## src/source/gb_bus_pkg.sv

```systemverilog
package gb_bus_pkg;

	localparam int ADDR_W  = 16;
	localparam int DATA_W  = 8;
	localparam int VRAM_AW = 13;
	localparam int OAM_AW  = 8;
	localparam int HRAM_AW = 7;

	localparam int VRAM_DEPTH = 8192;
	localparam int OAM_DEPTH  = 160;
	localparam int HRAM_DEPTH = 127;

	localparam logic [ADDR_W-1:0] ROM_END   = 16'h7FFF;
	localparam logic [ADDR_W-1:0] VRAM_BASE = 16'h8000;
	localparam logic [ADDR_W-1:0] VRAM_END  = 16'h9FFF;
	localparam logic [ADDR_W-1:0] XRAM_BASE = 16'hA000;
	localparam logic [ADDR_W-1:0] XRAM_END  = 16'hBFFF;
	localparam logic [ADDR_W-1:0] WRAM_BASE = 16'hC000;
	localparam logic [ADDR_W-1:0] WRAM_END  = 16'hFDFF;   // Echo area counts as work RAM.
	localparam logic [ADDR_W-1:0] OAM_BASE  = 16'hFE00;
	localparam logic [ADDR_W-1:0] OAM_END   = 16'hFE9F;

	localparam logic [7:0] IO_PAGE        = 8'hFF;
	localparam logic [7:0] HRAM_LOW       = 8'h80;
	localparam logic [7:0] HRAM_HIGH      = 8'hFE;
	localparam logic [7:0] DMA_REG_OFFSET = 8'h46;

	localparam logic [DATA_W-1:0] OPEN_BUS = 8'hFF;
	localparam int DMA_LENGTH = 160;

	// Codes for where a granted read takes its data from.
	localparam int SRC_W = 3;
	localparam logic [SRC_W-1:0] SRC_NONE    = 3'd0;
	localparam logic [SRC_W-1:0] SRC_VRAM    = 3'd1;
	localparam logic [SRC_W-1:0] SRC_OAM     = 3'd2;
	localparam logic [SRC_W-1:0] SRC_HRAM    = 3'd3;
	localparam logic [SRC_W-1:0] SRC_EXT     = 3'd4;
	localparam logic [SRC_W-1:0] SRC_DMA_REG = 3'd5;

	typedef union packed {
		logic [ADDR_W-1:0] flat;   // Memory map view.
		struct packed {
			logic [7:0] page;
			logic [7:0] offset;
		} part;                    // I/O page and DMA page view.
	} cpu_addr_t;

endpackage

```

## src/source/read_return.sv

```systemverilog
`timescale 1ns/1ps

module read_return import gb_bus_pkg::*; (
	input  logic              gbclk,
	input  logic              reset,
	input  logic [SRC_W-1:0]  cpu_src,
	input  logic [SRC_W-1:0]  dma_src_ext,
	input  logic [1:0]        ppu_src,
	input  logic [DATA_W-1:0] vram_rdata,
	input  logic [DATA_W-1:0] oam_rdata,
	input  logic [DATA_W-1:0] hram_rdata,
	input  logic [DATA_W-1:0] ext_din,
	input  logic [DATA_W-1:0] dma_reg,
	output logic [DATA_W-1:0] cpu_din,
	output logic [DATA_W-1:0] dma_src_data,
	output logic [DATA_W-1:0] ppu_vram_data,
	output logic [DATA_W-1:0] ppu_oam_data
);

	logic [SRC_W-1:0] cpu_src_q;
	logic [SRC_W-1:0] dma_src_q;
	logic [1:0]       ppu_src_q;

	always_ff @(posedge gbclk) begin
		if (reset) begin
			cpu_src_q <= SRC_NONE;
			dma_src_q <= SRC_NONE;
			ppu_src_q <= '0;
		end else begin
			cpu_src_q <= cpu_src;
			dma_src_q <= dma_src_ext;
			ppu_src_q <= ppu_src;
		end
	end

	function automatic logic [DATA_W-1:0] pick(input logic [SRC_W-1:0] src);
		case (src)
			SRC_VRAM:    pick = vram_rdata;
			SRC_OAM:     pick = oam_rdata;
			SRC_HRAM:    pick = hram_rdata;
			SRC_EXT:     pick = ext_din;
			SRC_DMA_REG: pick = dma_reg;
			default:     pick = OPEN_BUS;
		endcase
	endfunction

	always_comb begin
		cpu_din      = pick(cpu_src_q);
		dma_src_data = pick(dma_src_q);
	end

	assign ppu_vram_data = ppu_src_q[0] ? vram_rdata : OPEN_BUS;
	assign ppu_oam_data  = ppu_src_q[1] ? oam_rdata : OPEN_BUS;

endmodule

```

## config.mk

```make
export PLATFORM = sky130hd
export DESIGN_NAME = read_return
export DESIGN_NICKNAME = d
export VERILOG_FILES = /design/src/source/gb_bus_pkg.sv /design/src/source/read_return.sv
export SDC_FILE = /design/constraint.sdc
export NUM_CORES = 1
export LEC_CHECK = 0
export BUFFER_PORTS_ARGS = -buffer_cell sky130_fd_sc_hd__buf_2
export CELL_PAD_IN_SITES_DETAIL_PLACEMENT = 1
export CELL_PAD_IN_SITES_GLOBAL_PLACEMENT = 1
export CORE_UTILIZATION = 26
export CTS_CLUSTER_SIZE = 20
export DETAILED_ROUTE_END_ITERATION = 8
export PLACE_DENSITY_LB_ADDON = 0.08
export SLEW_MARGIN = 20
export SYNTH_ARGS = -nofsm -noshare
export SYNTH_HDL_FRONTEND = slang
export SYNTH_SLANG_ARGS = --single-unit
```

## constraint.sdc

```tcl
create_clock -name gbclk -period 1.14 [get_ports gbclk]
set_input_delay 0.057 -clock gbclk [delete_from_list [all_inputs] [get_ports gbclk]]
set_output_delay 0.057 -clock gbclk [all_outputs]
set_load 0.01 [all_outputs]
```

==> metrics.txt <==
# TYPE chip_impl_metric gauge
chip_impl_info{name="outcome",value="finished with violations"} 1
chip_impl_info{name="violations",value="negative setup slack"} 1
chip_impl_metric{name="worst_ir_drop_vdd",unit="mV"} 0.760
chip_impl_metric{name="drt-wirelength-per-cell",unit="um"} 19.2
chip_impl_info{name="path_class",value="reg2out"} 1
chip_impl_metric{name="grt_util_all_layers",unit="%"} 24.3
chip_impl_metric{name="fin_ws",unit="ns"} -0.321
chip_impl_metric{name="synth_compound_gate_area_share",unit="%"} 31.6
chip_impl_metric{name="worstPathMaxFanout",unit=""} 5
chip_impl_metric{name="synthArstFlopShare",unit="%"} 0
chip_impl_metric{name="leakage",unit="nW"} 0.842
chip_impl_metric{name="fillerInstances",unit=""} 486
chip_impl_info{name="end_kind",value="output pin"} 1
chip_impl_metric{name="layout_worst_path_cycle_share",unit="%"} 128
chip_impl_metric{name="final_layout_size_suffix_gt1_share",unit="%"} 65.6
chip_impl_metric{name="clock_h_tree_levels",unit=""} 1
chip_impl_info{name="worstHoldEndpoint",value="ppu_src_q[0]$_SDFF_PP0_"} 1
chip_impl_metric{name="place.gp.congestion",unit=""} 0.830
chip_impl_metric{name="grt_overflow",unit=""} 0
chip_impl_metric{name="synth_edf_count",unit=""} 0
chip_impl_metric{name="placementRows",unit=""} 22
chip_impl_metric{name="logic_depth_of_the_worst_path_buffers_included",unit=""} 4
chip_impl_metric{name="firstDrtPassIters",unit=""} 4
chip_impl_metric{name="coreArea",unit="um2"} 3800
chip_impl_metric{name="number_of_antenna_violations_at_the_first_check_in_global_routing",unit=""} 0
chip_impl_metric{name="cp_slowest_stage_delay",unit="ns"} 0.37
chip_impl_info{name="path_delay_family",value="flip-flops"} 1
chip_impl_metric{name="areaGrowthSynthToFinish",unit="%"} 92.8
chip_impl_metric{name="total_clock_buffers_created_by_cts",unit=""} 3
chip_impl_metric{name="dieHeight",unit="um"} 65.9
chip_impl_metric{name="number_of_maximum_capacitance_constraint_violations",unit=""} 0
chip_impl_info{name="synthTopCellsByCount",value="sky130_fd_sc_hd__nand2b_1, sky130_fd_sc_hd__a21oi_1, sky130_fd_sc_hd__mux2i_1, sky130_fd_sc_hd__o32ai_1, sky130_fd_sc_hd__nor2b_1"} 1
chip_impl_metric{name="yosysTopAreaCellShare",unit="%"} 20.0
chip_impl_metric{name="worst_ep_arrival_time",unit="ns"} 1.40
chip_impl_metric{name="total_die_area",unit="um2"} 4340
chip_impl_metric{name="finalHoldViolations",unit=""} 0
chip_impl_metric{name="synthAdderAreaFrac",unit="%"} 0
chip_impl_info{name="synth.most_common_cell",value="sky130_fd_sc_hd__nand2b_1"} 1
chip_impl_metric{name="io_buffers",unit=""} 81
chip_impl_info{name="timing.hold.worst.start",value="ppu_src[0]"} 1
chip_impl_info{name="root_buffer",value="sky130_fd_sc_hd__clkbuf_8"} 1
chip_impl_metric{name="slew_headroom",unit="%"} 81.9
chip_impl_info{name="clock_tree_from_tritoncts",value="yes"} 1
chip_impl_info{name="largest_family_of_logic_cells_by_synthesized_area",value="simple AND/OR/NAND/NOR gates"} 1
chip_impl_metric{name="start_util",unit="%"} 27.9
chip_impl_metric{name="clock_sink_count",unit=""} 8
chip_impl_metric{name="synth_seq_cells",unit=""} 8
chip_impl_metric{name="netlist_area",unit="um2"} 1060
chip_impl_metric{name="postRouteAntennaNets",unit=""} 0
chip_impl_metric{name="worst_ep_required_time",unit="ns"} 1.08
chip_impl_info{name="synth.largest_area_cell",value="sky130_fd_sc_hd__nand2b_1"} 1
chip_impl_info{name="setup.worst_path.start_class",value="flop"} 1
chip_impl_metric{name="final_slew_viol_count",unit=""} 0
chip_impl_metric{name="seqCellArea",unit="um2"} 184
chip_impl_metric{name="drt-total-wl",unit="um"} 5660
chip_impl_metric{name="synth-xor-area-share",unit="%"} 0
chip_impl_metric{name="yosys_warnings",unit=""} 0
chip_impl_metric{name="syn-num-nets",unit=""} 194
chip_impl_metric{name="synth_simple_gate_area_share",unit="%"} 34.6
chip_impl_metric{name="number_of_global_route_vias_before_repair",unit=""} 1754
chip_impl_metric{name="post-route-drc-count",unit=""} 0
chip_impl_metric{name="power_density",unit="nW/um2"} 691
chip_impl_metric{name="hold_path_stages",unit=""} 2
chip_impl_metric{name="fp.dieW",unit="um"} 65.9
chip_impl_metric{name="timing.fmax",unit="MHz"} 684
chip_impl_metric{name="critical_path_buf_inv_count",unit=""} 1
chip_impl_metric{name="synth.yosys.seq_area_share",unit="%"} 15.1
chip_impl_info{name="critPathSlowestCell",value="sky130_fd_sc_hd__dfxtp_4"} 1
chip_impl_metric{name="number_of_inserted_diodes",unit=""} 0
chip_impl_metric{name="setup_viol_count_final",unit=""} 16
chip_impl_metric{name="ys_types",unit=""} 25
chip_impl_info{name="top_post_synthesis_cells_by_area",value="sky130_fd_sc_hd__nand2b_1, sky130_fd_sc_hd__dfxtp_1, sky130_fd_sc_hd__mux2i_1, sky130_fd_sc_hd__o32ai_1, sky130_fd_sc_hd__a21oi_1"} 1
chip_impl_metric{name="routed_via_density",unit=""} 5.44
chip_impl_metric{name="max-clock-path-buffers",unit=""} 2
chip_impl_info{name="grt_setup_unrepaired",value="true"} 1
chip_impl_metric{name="yosys-mux-area-fraction",unit="%"} 11.4
chip_impl_metric{name="clk_pin_slew_worst_paths",unit="ns"} 0.04
chip_impl_metric{name="maximum_number_of_pins_on_one_net_before_global_route_repair",unit=""} 12
chip_impl_info{name="worst_hold_path_class",value="in2reg"} 1
chip_impl_metric{name="num_vias",unit=""} 1604
chip_impl_info{name="ys_dominant_reg_cell",value="sky130_fd_sc_hd__dfxtp_1"} 1
chip_impl_metric{name="multi_input_area",unit="um2"} 1050
chip_impl_metric{name="dpl_worst_slack",unit="ns"} -0.109
chip_impl_metric{name="gate_count_after_technology_mapping",unit=""} 144
chip_impl_metric{name="wire_length_of_the_first_global_routing_pass",unit="um"} 8000
chip_impl_metric{name="dp.final_hpwl",unit="um"} 3860
chip_impl_metric{name="max_slew.worst_pin.slew",unit="ns"} 0.270
chip_impl_metric{name="drc_marker_count_from_the_first_detailed_route_iteration",unit=""} 63
chip_impl_metric{name="report.power.total",unit="mW"} 1.41
chip_impl_metric{name="top_level_ports",unit=""} 82
chip_impl_metric{name="period_needed",unit="ns"} 1.46
chip_impl_metric{name="final_nets",unit=""} 299
chip_impl_metric{name="cts_hold_repair.buffers",unit=""} 0
chip_impl_info{name="cp_cell_sequence",value="or3b_1 -> a32oi_1 -> o21ai_1 -> buf_2"} 1
chip_impl_metric{name="postSynthAreaPerCell",unit="um2"} 7.37
-- how the worst max path moves through the flow --
| stage | from | end | slack [ns] |
|---|---|---|---|
| after global placement | dma_src_q[2]$_SDFF_PP0_ | dma_src_data[0] | -0.05 |
| after floorplan | cpu_src_q[1]$_SDFF_PP0_ | cpu_din[1] | 0.008 |
| final | dma_src_q[1]$_SDFF_PP0_ | dma_src_data[0] | -0.32 |
| after CTS | dma_src_q[2]$_SDFF_PP0_ | dma_src_data[0] | -0.28 |
| after global routing | dma_src_q[1]$_SDFF_PP0_ | dma_src_data[0] | -0.37 |
| after detailed placement | dma_src_q[2]$_SDFF_PP0_ | dma_src_data[0] | -0.11 |
-- area by class of cell --
type,count,area share (%)
inverter,4,1.04
timing repair buffer,110,33.8
clock buffer,3,2.02
tap,48,2.94
multi-input combinational,122,51.2
sequential,8,8.99
-- logic make-up (layout without fill, tap and decap cells) --
logic type,Yosys count,in the layout
AND/OR/NAND/NOR,61,61
flip-flops,8,8
buffers and inverters,14,117
AO/OA/AOI/OAI,49,49
multiplexers,12,12
-- timing repair --
action | CTS | global route
endpoints found under the hold margin | 0 | 0
pin swaps | 15 | 9
setup endpoints to repair | 16 | 24
resized for setup | 54 | 28
cloned | 1 | 0
setup buffers | 2 | 3
-- registers in the layout, summed over array words and instances (netlist names) --
| register | count |
|---|---|
| cpu_src_q | 3 |
| dma_src_q | 3 |
| ppu_src_q | 2 |
-- stage by stage --
step	hold WS (ns)	util, %	area [um2]	TNS [ns]	cells
after detailed placement	0.273	43.1	1640	-0.356	286
final	0.0469	53.9	2050	-3.57	295
after global routing	0.0668	53.9	2050	-4.29	295
after global placement	0.268	43.1	1640	-0.0607	286
after CTS	0.0396	49.8	1890	-3.06	292
after floorplan	0.129	-	1060	0	144
-- report_power, final --
group          switching [mW]  total [mW]  internal, mW  leakage, nW
clock network           0.103       0.331         0.228       0.0216
logic                   0.375       0.759         0.384        0.750
registers              0.0323       0.324         0.292       0.0704
-- layer usage --
metal,wire length [um],vias to the layer above,GRT usage [%]
met4,171,0,12.0
met1,2270,785,26.9
li1,-,742,-
met2,3010,59,45.0
met5,0,-,0
met3,201,18,2.76
-- placed cells by master (no fill, tap or decap), drive strengths merged --
cell      count
a21oi        15
a22o          3
a22oi         2
a32oi         1
and2b         1
buf         110
clkbuf        3
clkinvlp      1
dfxtp         8
inv           3
mux2          1
mux2i        11
nand2         7
nand2b       35
nor2          1
nor2b        10
nor3          6
o2111ai       2
o21ai         4
o221ai        2
o22a          1
o22ai         8
o32ai        11
or3b          1
Note: power is estimated with default switching activity, not from simulation.
