## src/source/gb_bus_pkg.sv

```systemverilog
package gb_bus_pkg;

	localparam int ADDR_W  = 16;
	localparam int DATA_W  = 8;
	localparam int VRAM_AW = 13;
	localparam int OAM_AW  = 8;
	localparam int HRAM_AW = 7;

	localparam int VRAM_DEPTH = 8192;
	localparam int OAM_DEPTH  = 160;
	localparam int HRAM_DEPTH = 127;

	localparam logic [ADDR_W-1:0] ROM_END   = 16'h7FFF;
	localparam logic [ADDR_W-1:0] VRAM_BASE = 16'h8000;
	localparam logic [ADDR_W-1:0] VRAM_END  = 16'h9FFF;
	localparam logic [ADDR_W-1:0] XRAM_BASE = 16'hA000;
	localparam logic [ADDR_W-1:0] XRAM_END  = 16'hBFFF;
	localparam logic [ADDR_W-1:0] WRAM_BASE = 16'hC000;
	localparam logic [ADDR_W-1:0] WRAM_END  = 16'hFDFF;   // Echo area counts as work RAM.
	localparam logic [ADDR_W-1:0] OAM_BASE  = 16'hFE00;
	localparam logic [ADDR_W-1:0] OAM_END   = 16'hFE9F;

	localparam logic [7:0] IO_PAGE        = 8'hFF;
	localparam logic [7:0] HRAM_LOW       = 8'h80;
	localparam logic [7:0] HRAM_HIGH      = 8'hFE;
	localparam logic [7:0] DMA_REG_OFFSET = 8'h46;

	localparam logic [DATA_W-1:0] OPEN_BUS = 8'hFF;
	localparam int DMA_LENGTH = 160;

	// Codes for where a granted read takes its data from.
	localparam int SRC_W = 3;
	localparam logic [SRC_W-1:0] SRC_NONE    = 3'd0;
	localparam logic [SRC_W-1:0] SRC_VRAM    = 3'd1;
	localparam logic [SRC_W-1:0] SRC_OAM     = 3'd2;
	localparam logic [SRC_W-1:0] SRC_HRAM    = 3'd3;
	localparam logic [SRC_W-1:0] SRC_EXT     = 3'd4;
	localparam logic [SRC_W-1:0] SRC_DMA_REG = 3'd5;

	typedef union packed {
		logic [ADDR_W-1:0] flat;   // Memory map view.
		struct packed {
			logic [7:0] page;
			logic [7:0] offset;
		} part;                    // I/O page and DMA page view.
	} cpu_addr_t;

endpackage

```

## src/source/gb_addr_decode.sv

```systemverilog
`timescale 1ns/1ps

module gb_addr_decode import gb_bus_pkg::*; (
	input  cpu_addr_t adr,
	input  logic      enable,
	output logic      sel_rom,
	output logic      sel_vram,
	output logic      sel_xram,
	output logic      sel_wram,
	output logic      sel_oam,
	output logic      sel_hram,
	output logic      sel_dma_reg
);

	logic io_page;
	logic in_hram;

	assign io_page = adr.part.page == IO_PAGE;
	assign in_hram = adr.part.offset >= HRAM_LOW && adr.part.offset <= HRAM_HIGH;

	assign sel_rom  = enable && adr.flat <= ROM_END;
	assign sel_vram = enable && adr.flat >= VRAM_BASE && adr.flat <= VRAM_END;
	assign sel_xram = enable && adr.flat >= XRAM_BASE && adr.flat <= XRAM_END;
	assign sel_wram = enable && adr.flat >= WRAM_BASE && adr.flat <= WRAM_END;
	assign sel_oam  = enable && adr.flat >= OAM_BASE && adr.flat <= OAM_END;

	// The rest of the I/O page, including 0xFFFF, stays unselected.
	assign sel_hram    = enable && io_page && in_hram;
	assign sel_dma_reg = enable && io_page && adr.part.offset == DMA_REG_OFFSET;

endmodule

```

## config.mk

```make
export PLATFORM = sky130hd
export DESIGN_NAME = gb_addr_decode
export DESIGN_NICKNAME = d
export VERILOG_FILES = /design/src/source/gb_bus_pkg.sv /design/src/source/gb_addr_decode.sv
export SDC_FILE = /design/constraint.sdc
export NUM_CORES = 1
export LEC_CHECK = 0
export BUFFER_PORTS_ARGS = -buffer_cell sky130_fd_sc_hd__buf_4
export CAP_MARGIN = 10
export CORE_AREA = 2 2 39 41
export DETAILED_ROUTE_END_ITERATION = 8
export DIE_AREA = 0 0 41 43
export SLEW_MARGIN = 20
export SYNTH_ARGS = -nofsm -noshare
export SYNTH_HDL_FRONTEND = slang
export SYNTH_SLANG_ARGS = --single-unit
```

## constraint.sdc

```tcl
create_clock -name vclk -period 0.8
set_input_delay 0 -clock vclk [all_inputs]
set_output_delay 0 -clock vclk [all_outputs]
set_load 0.05 [all_outputs]
```

==> results of run 1 <==
-- how the worst min path moves through the flow --
stage | endpoint | cells past startpoint
6_report | sel_dma_reg | 3
5_1_grt | sel_dma_reg | 3
4_1_cts | sel_dma_reg | 3
3_5_place_dp | sel_dma_reg | 3
3_3_place_gp | sel_dma_reg | 3
2_1_floorplan | sel_dma_reg | 1
-- cell families (layout without fill, tap and decap cells) --
logic type	after synthesis	after routing	synth area share
and+or+nand+nor	16	16	0.8385
AOI/OAI and AO/OA	3	3	0.1313
buffers and inverters	1	36	0.03027
-- area by class of cell --
type	count	area, µm²	share of cell area
multi-input combinational	19	157.7	0.3298
inverter	1	3.754	0.007853
timing repair buffer	35	296.5	0.6204
tap	16	20.02	0.04188
-- repair_timing --
| item | 4_1_cts | 5_1_grt |
|---|---|---|
| hold buffers | 0 | 0 |
| buffers inserted | 0 | 0 |
| setup endpoints to repair | 3 | 4 |
| resized for setup | 8 | 3 |
| hold endpoints to repair | 0 | 0 |
| pin swaps | 1 | 0 |
-- Yosys cell counts, drive strengths merged --
library cell and n:
a31oi 1, and2b 1, and3 1, inv 1
nand2 2, nand3 2, nand4 3, nor2 1
nor3 2, nor3b 1, nor4 1, o21ai 2
or3 1, or4 1
-- layer usage --
metal / share of wire / vias up / wire length, µm
met5: 0 / - / 0
met4: 0 / 0 / 0
met3: 0.22 / 0 / 146
met2: 0.45 / 26 / 303
met1: 0.33 / 125 / 220
li1: - / 150 / -
-- worst max-delay path, delay by kind of cell --
family | cells | cell delay, ns
buf+inv | 2 | 0.26
simple gates | 3 | 0.79
-- power breakdown --
part	total [W]	leakage, nW	switching, W	internal, W
combinational	0.000191	0.226	0.0000814	0.000109
clock	0	0	0	0
sequential	0	0	0	0
total	0.000191	0.226	0.0000814	0.000109
-- stage by stage --
stage,instance area (µm²),utilization
2_1_floorplan,156.4,-
3_3_place_gp,439.2,0.3174
3_5_place_dp,439.2,0.3174
4_1_cts,470.5,0.3400
5_1_grt,478.0,0.3454
6_report,478.0,0.3454
==> results.sh, run 1 <==
export IMPL_period_share=1.310
export IMPL_hold_viol_final=0
export IMPL_dominant_cells_by_area_after_synthesis="nand4_1 (15%), nor4_2 (10%), or3_4 (9.1%)"
export IMPL_synth_largest_area_cell="nand4_1"
export IMPL_post_route_cells_drive_above_1_share=0.7818
export IMPL_critical_path_required_ns=0.80
export IMPL_n_fill_cell=160
export IMPL_gp_congestion=0.6576
export IMPL_max_stage_delay_ns=0.41
export IMPL_violations="negative setup slack"
export IMPL_synth_warn=0
export IMPL_dieArea_um2=1763
export IMPL_maximum_number_of_pins_on_one_net_before_global_route_repair=4
export IMPL_crit_path_start="enable"
export IMPL_globalRoute_busiestLayer="met2"
export IMPL_min_delay_start="adr[7]"
export IMPL_detailedRoute_firstPassIterationCount=4
export IMPL_antenna_violations_before_repair=0
export IMPL_synthCells=20
export IMPL_timing_max_transition_violations_final=0
export IMPL_numPlacedInstances=71
export IMPL_slew_limit_headroom=0.7701
export IMPL_grt_pass1_vias=277
export IMPL_commonest_non_fill_non_tap_cell_in_the_layout="buf_4"
export IMPL_worst_setup_path_end_kind="primary output"
export IMPL_grtUsageMet2=0.1375
export IMPL_max_cap_violations=0
export IMPL_synthToLayoutAreaGrowth_pct=285.9
export IMPL_vdd_drop_max_uv=191.9
export IMPL_holdCritPathClass="primary input to primary output"
export IMPL_initial_core_util=0.08951
export IMPL_path_class="primary input to primary output"
export IMPL_outcome="finished with violations"
export IMPL_violation_count_after_the_first_detailed_route_iteration=3
export IMPL_seq_area_frac_synth=0
export IMPL_cp_cell_sequence="buf_6, nand4_1, or3_4, nor4_4, buf_6"
export IMPL_synth_cell_type_count=14
export IMPL_fin_tns_setup_ns=-0.3974
export IMPL_synthesis_area_um2=123.9
export IMPL_final_seq_area_um2=0
export IMPL_crit_arrival_ns=1.05
export IMPL_tightestPinTransition_ns=0.3413
export IMPL_design_power_total_w=0.0001907
export IMPL_use_met1=0.07278
export IMPL_clock_buffers=0
export IMPL_final_critical_delay_including_setup_and_external_delays_ns=1.048
export IMPL_synth_nets=37
export IMPL_gr_total_overflow=0
export IMPL_synthesized_area_per_cell_um2=6.193
export IMPL_n_sequential_cell=0
export IMPL_clock_fmax_mhz=953.9
export IMPL_worst_setup_path_endpoint="sel_dma_reg"
export IMPL_layout_nets=74
export IMPL_total_vias_in_the_final_route=301
export IMPL_place_port_buffers=24
export IMPL_critical_path_top_cell_by_count="buf_6"
export IMPL_post_dp_hpwl_um=601.8
export IMPL_finalWorstSetupSlack_ns=-0.2484
export IMPL_route_antenna_remaining_nets=0
export IMPL_power_static_leakage_nw=0.2258
export IMPL_fin_hold_ws_ns=0.2878
export IMPL_grt_pass1_wl_um=959
export IMPL_synth_top_cell_area_share=0.1515
export IMPL_die_height_um=43
export IMPL_avgViaCountPerCell=4.239
export IMPL_critical_path_slowest_cell="or3_4"
export IMPL_setup_viol=2
export IMPL_pre_cts_ws_ns=-0.2898
export IMPL_finalNonFillerCells=71
export IMPL_die_w_um=41
export IMPL_rsz0062_at_grt="true"
export IMPL_p_per_area_nw_per_um2=399.0
export IMPL_antenna_diode_count=0
export IMPL_critical_path_max_fanout=2
export IMPL_io_pin_count=24
export IMPL_mostFrequentLayoutCells="buf_4 (27), buf_6 (7), nand4_1 (3)"
export IMPL_fp_row_count=14
export IMPL_core_area_um2=1384
export IMPL_drc_errors=0
export IMPL_drt_total_wl_um=670
export IMPL_routedWlPerCell_um=9.437
export IMPL_gr_usage_met3=0.03141
export IMPL_crit_path_start_kind="primary input"
export IMPL_globalRouteTotalUtil=0.07293
Power figures use the tool's default switching activity.
==> run 2, diff against run 1 <==
- GPL_TIMING_DRIVEN: not set -> 0
==> run 2 against run 1 <==
Compared with the run above:
- sequential cell count unchanged
- count of clock-buffer cells in the layout unchanged
- the flow still finishes with violations (negative setup slack)
- routed wire length decreased by 6.6%
- hold slack improved by 0.0024 ns
- first-iteration DRC count decreased by 100%
- cell count decreased by 8.5%
- final area decreased by 5.8%
- via count decreased by 5.0%
- non-clock buffer count decreased by 6
- total power decreased by 6.9%
- critical path depth decreased by 1
- maximum frequency increased by 0.98%
==> results.sh, run 2 (synthesis results as in run 1) <==
export IMPL_n_sequential_cell=0
export IMPL_antenna_violations_before_repair=0
export IMPL_route_antenna_remaining_nets=0
export IMPL_final_util=0.3255
export IMPL_max_cap_violations=0
export IMPL_holdCritPathClass="primary input to primary output"
export IMPL_fp_row_count=14
export IMPL_die_w_um=41
export IMPL_postCtsHoldBufs=0
export IMPL_hold_viol_final=0
export IMPL_timing_max_transition_violations_final=0
export IMPL_final_seq_area_um2=0
export IMPL_rsz0062_at_grt="true"
export IMPL_holdPathStages=3
export IMPL_grt_pass1_wl_um=986
export IMPL_finalWorstSetupSlack_ns=-0.2382
export IMPL_numPlacedInstances=60
export IMPL_pre_cts_ws_ns=-0.3356
export IMPL_commonest_non_fill_non_tap_cell_in_the_layout="buf_4"
export IMPL_finalNonFillerCells=65
export IMPL_mostFrequentLayoutCells="buf_4 (20), buf_6 (6), nand4_1 (3), buf_8 (3)"
export IMPL_design_area_um2=450.4
export IMPL_path_class="primary input to primary output"
export IMPL_p_per_area_nw_per_um2=394.2
export IMPL_timing_hold_worst_endpoint="sel_vram"
export IMPL_min_delay_start="adr[13]"
export IMPL_globalRouteTotalUtil=0.07600
export IMPL_design_power_total_w=0.0001776
export IMPL_power_static_leakage_nw=0.2112
export IMPL_period_share=1.298
export IMPL_tightestPinTransition_ns=0.3482
export IMPL_avgViaCountPerCell=4.400
export IMPL_critical_path_max_fanout=2
export IMPL_worst_setup_path_end_kind="primary output"
export IMPL_outcome="finished with violations"
export IMPL_setup_viol=2
export IMPL_slew_limit_headroom=0.7654
export IMPL_dieArea_um2=1763
export IMPL_violations="negative setup slack"
export IMPL_crit_path_start_kind="primary input"
export IMPL_gr_total_overflow=0
export IMPL_antenna_diode_count=0
export IMPL_gp_congestion=0.5943
export IMPL_routedWlPerCell_um=9.631
export IMPL_clock_fmax_mhz=963.2
export IMPL_crit_arrival_ns=1.04
export IMPL_die_height_um=43
export IMPL_total_vias_in_the_final_route=286
export IMPL_vdd_drop_max_uv=159.4
export IMPL_final_critical_delay_including_setup_and_external_delays_ns=1.038
export IMPL_placed_area_um2=356.6
export IMPL_core_area_um2=1384
export IMPL_layout_nets=68
export IMPL_clock_buffers=0
export IMPL_synthToLayoutAreaGrowth_pct=263.6
export IMPL_place_port_buffers=24
export IMPL_grt_pass1_vias=282
export IMPL_initial_core_util=0.08951
export IMPL_drc_errors=0
export IMPL_post_dp_hpwl_um=528.2
export IMPL_io_pin_count=24
export IMPL_multiInputGateArea_um2=163.9
export IMPL_post_route_cells_drive_above_1_share=0.7551
export IMPL_drt_total_wl_um=626
export IMPL_violation_count_after_the_first_detailed_route_iteration=0
export IMPL_n_fill_cell=145
export IMPL_detailedRoute_firstPassIterationCount=1
export IMPL_maximum_number_of_pins_on_one_net_before_global_route_repair=5
export IMPL_critical_path_required_ns=0.80
-- run 2: cell count changes in the layout (fill, tap and decap cells not counted) --
cell,before,now
buf_8,1,3
buf_6,7,6
nor3_4,0,1
nor3_2,2,1
buf_4,27,20
-- run 2: worst max-delay path by stage --
stage             from     endpoint  slack (ns)  cells past startpoint
5_1_grt         enable  sel_dma_reg       -0.31                      5
4_1_cts        adr[15]  sel_dma_reg       -0.29                      5
3_3_place_gp    enable  sel_dma_reg       -0.32                      5
6_report        adr[0]  sel_dma_reg       -0.24                      4
3_5_place_dp    enable  sel_dma_reg       -0.34                      5
2_1_floorplan   enable  sel_dma_reg       -0.37                      3
-- run 2: where the power goes --
part	total, W	switching (W)	leakage (nW)	internal, W
logic	0.000178	0.0000786	0.211	0.0000990
registers	0	0	0	0
clock network	0	0	0	0
-- run 2: metrics by stage --
stage	setup TNS [ns]	hold WS, ns
floorplan	-0.5640	0.06731
global placement	-0.4754	0.3138
detailed placement	-0.4966	0.3138
CTS	-0.6539	0.2946
global route	-0.5229	0.2989
finish	-0.4188	0.2901
-- run 2: routing by layer --
| layer | track usage | vias up | part of all wire |
|---|---|---|---|
| met1 | 0.06984 | 122 | 0.34 |
| li1 | - | 140 | - |
| met3 | 0.03665 | 0 | 0.24 |
| met5 | 0 | - | 0 |
| met4 | 0 | 0 | 0 |
| met2 | 0.1469 | 24 | 0.43 |
-- run 2: layout make-up --
cell class                 instances  area share
tap                               16     0.04444
timing repair buffer              29      0.5833
inverter                           1    0.008333
multi-input combinational         19      0.3639
-- run 2: critical path: stages --
cell	delay, ns
buf_4	0.11
or4_1	0.57
nor4_4	0.17
buf_6	0.19
-- run 2: what timing repair did --
item | 4_1_cts | 5_1_grt
gates resized for setup | 12 | 6
cloned | 0 | 0
pin swaps | 4 | 5
setup buffers | 7 | 1
setup endpoints to repair | 2 | 3
