`src/source/gb_bus_pkg.sv`:
```
package gb_bus_pkg;

	localparam int ADDR_W  = 16;
	localparam int DATA_W  = 8;
	localparam int VRAM_AW = 13;
	localparam int OAM_AW  = 8;
	localparam int HRAM_AW = 7;

	localparam int VRAM_DEPTH = 8192;
	localparam int OAM_DEPTH  = 160;
	localparam int HRAM_DEPTH = 127;

	localparam logic [ADDR_W-1:0] ROM_END   = 16'h7FFF;
	localparam logic [ADDR_W-1:0] VRAM_BASE = 16'h8000;
	localparam logic [ADDR_W-1:0] VRAM_END  = 16'h9FFF;
	localparam logic [ADDR_W-1:0] XRAM_BASE = 16'hA000;
	localparam logic [ADDR_W-1:0] XRAM_END  = 16'hBFFF;
	localparam logic [ADDR_W-1:0] WRAM_BASE = 16'hC000;
	localparam logic [ADDR_W-1:0] WRAM_END  = 16'hFDFF;   // Echo area counts as work RAM.
	localparam logic [ADDR_W-1:0] OAM_BASE  = 16'hFE00;
	localparam logic [ADDR_W-1:0] OAM_END   = 16'hFE9F;

	localparam logic [7:0] IO_PAGE        = 8'hFF;
	localparam logic [7:0] HRAM_LOW       = 8'h80;
	localparam logic [7:0] HRAM_HIGH      = 8'hFE;
	localparam logic [7:0] DMA_REG_OFFSET = 8'h46;

	localparam logic [DATA_W-1:0] OPEN_BUS = 8'hFF;
	localparam int DMA_LENGTH = 160;

	// Codes for where a granted read takes its data from.
	localparam int SRC_W = 3;
	localparam logic [SRC_W-1:0] SRC_NONE    = 3'd0;
	localparam logic [SRC_W-1:0] SRC_VRAM    = 3'd1;
	localparam logic [SRC_W-1:0] SRC_OAM     = 3'd2;
	localparam logic [SRC_W-1:0] SRC_HRAM    = 3'd3;
	localparam logic [SRC_W-1:0] SRC_EXT     = 3'd4;
	localparam logic [SRC_W-1:0] SRC_DMA_REG = 3'd5;

	typedef union packed {
		logic [ADDR_W-1:0] flat;   // Memory map view.
		struct packed {
			logic [7:0] page;
			logic [7:0] offset;
		} part;                    // I/O page and DMA page view.
	} cpu_addr_t;

endpackage

```
`src/source/oam_dma_engine.sv`:
```
`timescale 1ns/1ps

module oam_dma_engine import gb_bus_pkg::*; (
	input  logic              gbclk,
	input  logic              reset,
	input  logic              reg_write,
	input  logic [DATA_W-1:0] reg_data,
	input  logic [DATA_W-1:0] src_data,
	output cpu_addr_t         src_adr,
	output logic              src_rd,
	output logic [OAM_AW-1:0] oam_index,
	output logic              oam_wr,
	output logic [DATA_W-1:0] oam_wdata,
	output logic              dma_active,
	output logic [DATA_W-1:0] dma_reg
);

	logic [7:0]        count;
	logic              reading;
	logic              wr_pending;
	logic [OAM_AW-1:0] wr_index;

	always_ff @(posedge gbclk) begin
		if (reset) begin
			dma_reg    <= '0;
			count      <= '0;
			reading    <= 1'b0;
			wr_pending <= 1'b0;
		end else if (reg_write) begin
			dma_reg    <= reg_data;   // A write while busy restarts at index 0.
			count      <= '0;
			reading    <= 1'b1;
			wr_pending <= 1'b0;
		end else begin
			wr_pending <= reading;
			if (reading) begin
				count <= count + 8'd1;
				if (count == 8'(DMA_LENGTH - 1))
					reading <= 1'b0;
			end
		end
	end

	// The read of one cycle is written to OAM in the next.
	always_ff @(posedge gbclk) begin
		wr_index <= count;
	end

	assign src_adr    = {dma_reg, count};   // Page byte high, offset byte low.
	assign src_rd     = reading;
	assign oam_index  = wr_index;
	assign oam_wr     = wr_pending;
	assign oam_wdata  = src_data;
	assign dma_active = reading || wr_pending;

endmodule

```
`config.mk`:
```
export PLATFORM = sky130hd
export DESIGN_NAME = oam_dma_engine
export DESIGN_NICKNAME = d
export VERILOG_FILES = /design/src/source/gb_bus_pkg.sv /design/src/source/oam_dma_engine.sv
export SDC_FILE = /design/constraint.sdc
export NUM_CORES = 1
export LEC_CHECK = 0
export BUFFER_PORTS_ARGS = -buffer_cell sky130_fd_sc_hd__buf_4
export CORE_UTILIZATION = 32
export CTS_CLUSTER_DIAMETER = 60
export DETAILED_ROUTE_END_ITERATION = 10
export PLACE_DENSITY_LB_ADDON = 0.2
export SYNTH_ARGS = -nofsm -noshare
export SYNTH_HDL_FRONTEND = slang
export SYNTH_SLANG_ARGS = --single-unit
```
`constraint.sdc`:
```
create_clock -name gbclk -period 1.23 [get_ports gbclk]
set_input_delay 0.1845 -clock gbclk [delete_from_list [all_inputs] [get_ports gbclk]]
set_output_delay 0.1845 -clock gbclk [all_outputs]
set_load 0.03 [all_outputs]
```
==> results of run 1 <==
power groups by stage:
stage                     combinational, mW  clock [mW]  sequential, mW
after floorplan                       0.167           0           0.936
after global placement                0.232           0           0.895
after detailed placement              0.234           0           0.895
after CTS                             0.248       0.445           0.873
after global routing                  0.265       0.481           0.878
final                                 0.249       0.423           0.874
repair_timing:
action | in CTS | in global routing
setup endpoints to repair | 2 | 5
setup buffers | 2 | 2
gates resized for setup | 2 | 8
pin swaps | 2 | 0
routing by layer:
metal | wire length [microns] | up-vias | share of wire, % | track usage [%]
met2 | 941 | 27 | 48 | 17.77
met5 | 0 | - | 0 | 0
met4 | 28 | 0 | 1.4 | 4.530
li1 | - | 373 | - | -
met1 | 841 | 352 | 43 | 15.03
met3 | 134 | 8 | 6.9 | 2.948
worst max-delay path, delay by kind of cell, from the launching register on:
family        cells  cell delay (ps)
flops             1              370
buf+inv           1              140
simple gates      1              220
cell usage in the layout (no fill, tap or decap), types with 3 or more instances in the layout:
cell	count
nor2_1	14
clkbuf_4	3
mux2i_1	9
dfxtp_4	6
dfxtp_1	18
nand2_1	3
a21oi_2	3
buf_4	48
xor2_1	3
layout make-up:
type	count	area, sq um	area share [%]
tap	31	38.79	2.805
inverter	1	3.754	0.2715
timing repair buffer	50	382.9	27.69
multi-input combinational	50	375.4	27.15
sequential	26	545.5	39.46
clock buffer	4	36.28	2.624
logic make-up (layout without fill, tap and decap cells):
| kind of cell | count (synthesis) | after routing |
|---|---|---|
| xor+xnor | 4 | 4 |
| mux | 9 | 9 |
| compound gates | 8 | 8 |
| flops | 26 | 26 |
| simple gates | 28 | 28 |
| fa+ha+maj | 1 | 1 |
| buf+inv | 21 | 55 |
worst paths after layout:
check	startpoint	to	slack, ps	cells after the start
worst max-delay path	src_rd	dma_active	10	2
worst min-delay path	reg_data[0]	dma_reg[0]	100	3
worst max register to register	src_rd	count[5]	30	4
worst min register to register	count[6]	oam_index[6]	410	0
synthesized netlist by cell type (2+ instances only):
library cell / n / area (sq um)
dfxtp_1: 26 / 520.5
nand2_1: 3 / 11.26
nand4_1: 2 / 12.51
a21oi_1: 4 / 20.02
xor2_1: 3 / 26.28
or2_2: 2 / 12.51
nand3_1: 2 / 10.01
buf_4: 17 / 127.6
mux2i_1: 9 / 90.09
or3_2: 2 / 15.01
nor2_1: 14 / 52.55
o21ai_0: 2 / 10.01
clkbuf_1: 2 / 7.510
metrics by stage:
stage | util, % | cell area, sq um
finish | 48.87 | 1383
global route | 48.87 | 1383
CTS | 47.01 | 1330
detailed placement | 44.98 | 1272
global placement | 44.98 | 1272
floorplan | - | 1032
==> metrics.cfg, run 1 <==
[run_status]
outcome = finished with violations
violations = DRC

[cells_and_area]
antennaDiodeCount = 0
syn_to_final_growth_pct = 40.23
nets = 152
fin_cells = 162
drive_above_1_share_pct = 55.73
nFillCells = 271

[grt]
grt_pass1_vias = 675
grt_max_degree = 15
grt_remaining_overflow = 0
grtUsageTotal_pct = 11.40
grt_pass1_wl_mm = 2.973
antenna_found_initial = 0

[timing]
finalCriticalPeriod_ps = 1218
min_period_over_period_pct = 99.02
relSlewSlack_pct = 77.21
rsz0062_at_grt = yes
hold_violations = 0
setup_tns_ps = 0
holdWs_ps = 97.18
tightest_slew_ps = 337.4
clock_skew_ps = 1.549
fin_ws_ps = 12.00
max_freq_ghz = 0.8210
final_max_slew_viol_count = 0
setup_viol = 0

[yosys]
synth_seq_cells = 26
synthSimpleGateAreaFrac_pct = 13.96
synth_nets = 117
synth_cell_type_count = 22
synth-edff-count = 0
syn_inst = 97
synth_compound_area_share_pct = 4.695
async_flop_share_pct = 0
synthXorXnorAreaFrac_pct = 3.553
ys_warn_count = 0
syn_area_sq_um = 985.9
synth_top_family_by_area = buffers and inverters
yosysSeqAreaShare_pct = 52.79
synth_mux_area_share_pct = 9.137
avgSynthCellArea_sq_um = 10.16
synth_ff_type = dfxtp_1
synth-adder-area-share_pct = 1.269

[critical_path]
worstPathRequired_ps = 1050
cp_cell_sequence = or2_4 -> buf_6
slowest_delay_ps = 370
endpoint_kind = output pin
arrival_ps = 1030
worst_setup_path_start_kind = register
critPathKind = reg2out
critical_path.max_fanout = 2
cp_slowest_cell = dfxtp_4

[clocking]
clkLatencyLatePin_ps = 310
clk_path_buf_depth = 2
clkSinkCount = 26
numCtsBuffers = 3
hold_buffers = 0
cts_tree = yes
clk_pin_slew_worst_paths_ps = 140
clock-root-buffer = clkbuf_4
cts_max_level = 1

[route]
drt_iter0_drc = 9
firstDrtPassIters = 6
drc = 6
viasPerCell = 4.691
post_drt_wl_per_cell_microns = 12.01
vias = 760
ant_nets = 0
routed_wl_mm = 1.946

[pwr]
power_leakage_nw = 0.6214
p_per_area_nw_per_um2 = 1118
internal_power_mw = 1.143
p_total_mw = 1.546
power_frac_clock_pct = 27.4
pwr-share-comb_pct = 16.1
seq_power_share_pct = 56.5
p_sw_share_pct = 26.04
ir_drop_mv = 0.6086
p_switching_mw = 0.4024

[placement]
gp_congestion = 0.7247
place_hpwl_mm = 1.391
dp.cells = 154
io_buffer_count = 45
place_worst_setup_slack_ps = 25.25

[floorplanning]
core_sq_um = 2829
fp.dieW_microns = 57.51
io-pin-count = 62
start_util_pct = 34.85
chipHeight_microns = 57.51
die-area_sq_um = 3307
rows = 19

[min_path]
min_path_type = in2reg

[run]
maxCapViolCount = 0

Note: power is estimated with default switching activity, not from simulation.
==> run 2, diff against run 1 <==
RECOVER_POWER = 25   (was unset)
==> run 2 against run 1 <==
  * The flow still finishes with violations (DRC)
  * Sequential power about the same
  * Clock power is essentially flat
  * Core utilization hardly changed
  * Register-to-register slack about the same
  * Largest power group unchanged
==> metrics.cfg, run 2 (synthesized netlist as in run 1, its figures left out) <==
[run_status]
outcome = finished with violations
violations = DRC

[min_path]
min_from = reg_data[0]
min_path_type = in2reg
min_to = dma_reg[0]
hold_depth = 3  ; unchanged

[cells_and_area]
nets = 152  ; unchanged
fin_area_sq_um = 1381  ; about the same
fin_cells = 162  ; unchanged
antennaDiodeCount = 0  ; unchanged
final_common_cell = buf_4
syn_to_final_growth_pct = 40.10  ; about the same
nFillCells = 272  ; +0.37%
final_cell_mix = buf_4 (48), dfxtp_1 (19), nor2_1 (14), mux2i_1 (9), dfxtp_4 (6)
fin_util_pct = 48.83  ; about the same
drive_above_1_share_pct = 54.96  ; -0.76 points

[grt]
grtUsageTotal_pct = 11.40  ; unchanged
antenna_found_initial = 0  ; unchanged
grt_pass1_vias = 675  ; unchanged
grt_remaining_overflow = 0  ; unchanged
grt_pass1_wl_mm = 2.973  ; unchanged
grt_max_degree = 15  ; unchanged

[clocking]
numCtsBuffers = 3  ; unchanged
cts_tree = yes
cts_max_level = 1  ; unchanged
clock-root-buffer = clkbuf_4
clk_pin_slew_worst_paths_ps = 140  ; about the same
hold_buffers = 0  ; unchanged
clkLatencyLatePin_ps = 310  ; about the same
clk_path_buf_depth = 2  ; unchanged
clkSinkCount = 26  ; unchanged

[critical_path]
critPathKind = reg2out
cp_cell_sequence = or2_4 -> buf_6
arrival_ps = 1030  ; about the same
worst_setup_path_start_kind = register
r2r-end = count[5]
slowest_delay_ps = 370  ; about the same
critical_path.max_fanout = 2  ; unchanged
worstPathRequired_ps = 1050  ; about the same
r2r_setup_slack_ps = 30  ; about the same
ff2ff_path_depth = 4  ; unchanged
critical_path_buf_inv_count = 1  ; unchanged
endpoint_kind = output pin
cp_slowest_cell = dfxtp_4
crit_family = flip-flops
r2r-start = src_rd

[route]
viasPerCell = 4.691  ; unchanged
ant_nets = 0  ; unchanged
drt_iter0_drc = 9  ; unchanged
post_drt_wl_per_cell_microns = 12.01  ; unchanged
routed_wl_mm = 1.946  ; unchanged
drc = 6  ; unchanged
firstDrtPassIters = 6  ; unchanged
vias = 760  ; unchanged

[timing]
relSlewSlack_pct = 77.22  ; about the same
clock_skew_ps = 1.549  ; unchanged
setup_tns_ps = 0  ; unchanged
fin_ws_ps = 12.00  ; unchanged
tightest_slew_ps = 337.3  ; -0.1421 ps
rsz0062_at_grt = yes
finalCriticalPeriod_ps = 1218  ; unchanged
setup_viol = 0  ; unchanged
holdWs_ps = 97.18  ; unchanged
min_period_over_period_pct = 99.02  ; unchanged
max_freq_ghz = 0.8210  ; unchanged
final_max_slew_viol_count = 0  ; unchanged
hold_violations = 0  ; unchanged

[placement]
placed_cell_area_sq_um = 1272  ; unchanged
place_hpwl_mm = 1.391  ; unchanged
dp.cells = 154  ; unchanged
gp_congestion = 0.7247  ; unchanged
place_worst_setup_slack_ps = 25.25  ; unchanged
io_buffer_count = 45  ; unchanged

[pwr]
p_per_area_nw_per_um2 = 1119  ; about the same
power_leakage_nw = 0.6209  ; about the same
p_total_mw = 1.546  ; about the same
ir_drop_mv = 0.6086  ; about the same

[floorplanning]
core_sq_um = 2829  ; unchanged
io-pin-count = 62  ; unchanged
rows = 19  ; unchanged
die-area_sq_um = 3307  ; unchanged
fp.dieW_microns = 57.51  ; unchanged
chipHeight_microns = 57.51  ; unchanged
start_util_pct = 34.85  ; unchanged

[run]
maxCapViolCount = 0  ; unchanged

==> run 2: power breakdown <==
group | total, mW | switching (mW) | internal (mW) | leakage, nW
clock | 0.423 | 0.242 | 0.181 | 0.0210
combinational | 0.249 | 0.142 | 0.107 | 0.383
sequential | 0.874 | 0.0184 | 0.855 | 0.217
==> run 2: per-layer routing <==
layer	part of all wire, %	vias to the layer above	track usage, %
met5	0	-	0
met4	1.4	0	4.530
met3	6.9	8	2.948
met2	48	27	17.77
met1	43	352	15.03
li1	-	373	-
==> run 2: layout make-up <==
class / instances / area, sq um / area share (%)
Sequential cell: 26 / 544.3 / 39.40
Clock buffer: 4 / 36.28 / 2.627
Multi-Input combinational cell: 50 / 375.4 / 27.17
Tap cell: 31 / 38.79 / 2.808
Timing Repair Buffer: 50 / 382.9 / 27.72
Inverter: 1 / 3.754 / 0.2717
==> run 2: repair_timing <==
action / 4_1_cts / 5_1_grt
setup endpoints to repair: 2 / 5
resized for setup: 2 / 8
pin swaps: 2 / 0
buffers inserted: 2 / 2
==> run 2: worst max path at each step <==
stage | cells past startpoint | endpoint | startpoint | slack, ps
finish | 2 | dma_active | src_rd | 10
global placement | 4 | count[6] | count[0] | 40
global route | 2 | dma_active | src_rd | -30
CTS | 2 | dma_active | src_rd | -1
detailed placement | 4 | count[6] | count[1] | 30
floorplan | 4 | count[6] | count[1] | -5
==> run 2: tightest hold or removal path, delay by kind of cell <==
kind	cells	cell delay, ps
buffers and inverters	1	70
muxes	1	50
and+or+nand+nor	1	70
==> run 3, diff against run 2 <==
CAP_MARGIN = 20   (was unset)
PLACE_DENSITY = 0.65   (was unset)
PLACE_DENSITY_LB_ADDON = unset   (was 0.2)
SETUP_SLACK_MARGIN = 0.1   (was unset)
==> run 3 against run 2 <==
  * The flow still finishes with violations (DRC)
  * Core utilization decreased by 0.35 points
  * Clock-buffer cell count unchanged
  * Flip-flop and latch count unchanged
  * Non-clock buffer count decreased by 1
  * Sequential share of layout area increased by 0.56 points
  * Cell count decreased by 0.62%
  * Combinational power decreased by 3%
==> metrics.cfg, run 3 (synthesized netlist as in run 1, its figures left out) <==
[cells_and_area]
final_common_cell = buf_4
seqCellArea_sq_um = 548.0  ; +0.69%
nets = 151  ; -0.66%
syn_to_final_growth_pct = 39.09
fin_area_sq_um = 1371  ; -0.72%
multi_input_area_sq_um = 365.4  ; -2.7%
antennaDiodeCount = 0  ; unchanged
final_cell_mix = buf_4 (46), dfxtp_1 (18), nor2_1 (14), mux2i_1 (9), dfxtp_4 (7)
nFillCells = 279  ; +2.6%
drive_above_1_share_pct = 54.62  ; -0.35 points

[route]
viasPerCell = 4.770  ; +1.7%
routed_wl_mm = 1.834  ; -5.8%
vias = 768  ; +1.1%
drt_iter0_drc = 8  ; -1
firstDrtPassIters = 7  ; +1
post_drt_wl_per_cell_microns = 11.39  ; -5.2%
ant_nets = 0  ; unchanged
drc = 6  ; unchanged

[floorplanning]
io-pin-count = 62  ; unchanged
start_util_pct = 34.85  ; unchanged
rows = 19  ; unchanged
die-area_sq_um = 3307  ; unchanged
fp.dieW_microns = 57.51  ; unchanged
core_sq_um = 2829  ; unchanged
chipHeight_microns = 57.51  ; unchanged

[timing]
relSlewSlack_pct = 80.02  ; +2.8 points
clock_skew_ps = 2.159  ; +0.6105 ps
max_freq_ghz = 0.8192  ; -0.22%
min_period_over_period_pct = 99.24  ; +0.21 points
hold_violations = 0  ; unchanged
setup_viol = 0  ; unchanged
finalCriticalPeriod_ps = 1221  ; +2.632 ps
tightest_slew_ps = 295.8  ; -41.47 ps
rsz0062_at_grt = yes
final_max_slew_viol_count = 0  ; unchanged

[clocking]
clkLatencyLatePin_ps = 310  ; about the same
numCtsBuffers = 3  ; unchanged
hold_buffers = 0  ; unchanged
clk_path_buf_depth = 2  ; unchanged
clk_pin_slew_worst_paths_ps = 130  ; about the same
cts_max_level = 1  ; unchanged
cts_tree = yes
clkSinkCount = 26  ; unchanged
clock-root-buffer = clkbuf_4

[grt]
grt_max_degree = 15  ; unchanged
antenna_found_initial = 0  ; unchanged
grtUsageTotal_pct = 11.92  ; +0.52 points
grt_remaining_overflow = 0  ; unchanged
grt_pass1_vias = 703  ; +4.1%
grt_pass1_wl_mm = 3.077  ; +3.5%

[critical_path]
worst_setup_path_start_kind = register
endpoint_kind = output pin
worstPathRequired_ps = 1050  ; about the same
arrival_ps = 1040  ; about the same
critical_path.max_fanout = 2  ; unchanged
critPathKind = reg2out

[min_path]
min_path_type = in2reg

[placement]
gp_congestion = 0.6955  ; -4.0%
place_hpwl_mm = 1.343  ; -3.4%
placed_cell_area_sq_um = 1276  ; +0.29%
io_buffer_count = 45  ; unchanged

[run_status]
violations = DRC
outcome = finished with violations

[pwr]
p_total_mw = 1.532  ; -0.86%
power_leakage_nw = 0.6163  ; -0.75%
ir_drop_mv = 0.6845  ; +12%
p_per_area_nw_per_um2 = 1118  ; -0.13%

[run]
maxCapViolCount = 0  ; unchanged

==> run 3: metal layers <==
layer	global-route usage [%]	up-vias	routed length (microns)
met5	0	-	0
met4	3.833	0	20
met3	5.442	6	211
met2	19.93	44	886
met1	13.48	346	716
li1	-	372	-
==> run 3: cell type report <==
| cell class | instances | area share (%) |
|---|---|---|
| Timing Repair Buffer | 49 | 27.65 |
| Sequential cell | 26 | 39.96 |
| Inverter | 1 | 0.2737 |
| Tap cell | 31 | 2.828 |
| Multi-Input combinational cell | 50 | 26.64 |
| Clock buffer | 4 | 2.646 |
==> run 3: where the power goes <==
part / internal [mW] / total, mW / switching, mW
registers: 0.853 / 0.872 / 0.0191
clock network: 0.181 / 0.418 / 0.237
logic: 0.105 / 0.242 / 0.137
==> run 3: timing repair <==
item	4_1_cts	5_1_grt
setup endpoints to repair	6	11
pin swaps	2	1
setup buffers	3	1
gates resized for setup	2	8
==> run 3: final timing paths <==
path,startpoint,end,slack [ps],cells after the start
max,src_rd,dma_active,9,2
min,reset,src_rd,90,2
max reg2reg,src_rd,count[5],20,4
min reg2reg,count[7],oam_index[7],410,0
==> run 3: through the flow <==
step,instances,TNS [ps],util (%),hold slack [ps],worst slack [ps]
final,161,0,48.47,88.84,9.364
after global routing,161,-154.4,48.47,76.98,-56.28
after CTS,160,-27.99,47.41,72.39,-12.94
after detailed placement,153,0,45.11,369.2,48.80
after global placement,153,0,45.11,369.2,88.99
after floorplan,97,0,-,331.7,40.98
==> run 3: critical path, stage by stage (launching register included) <==
cell and delay (ps):
dfxtp_4 370, or2_4 220, buf_6 140
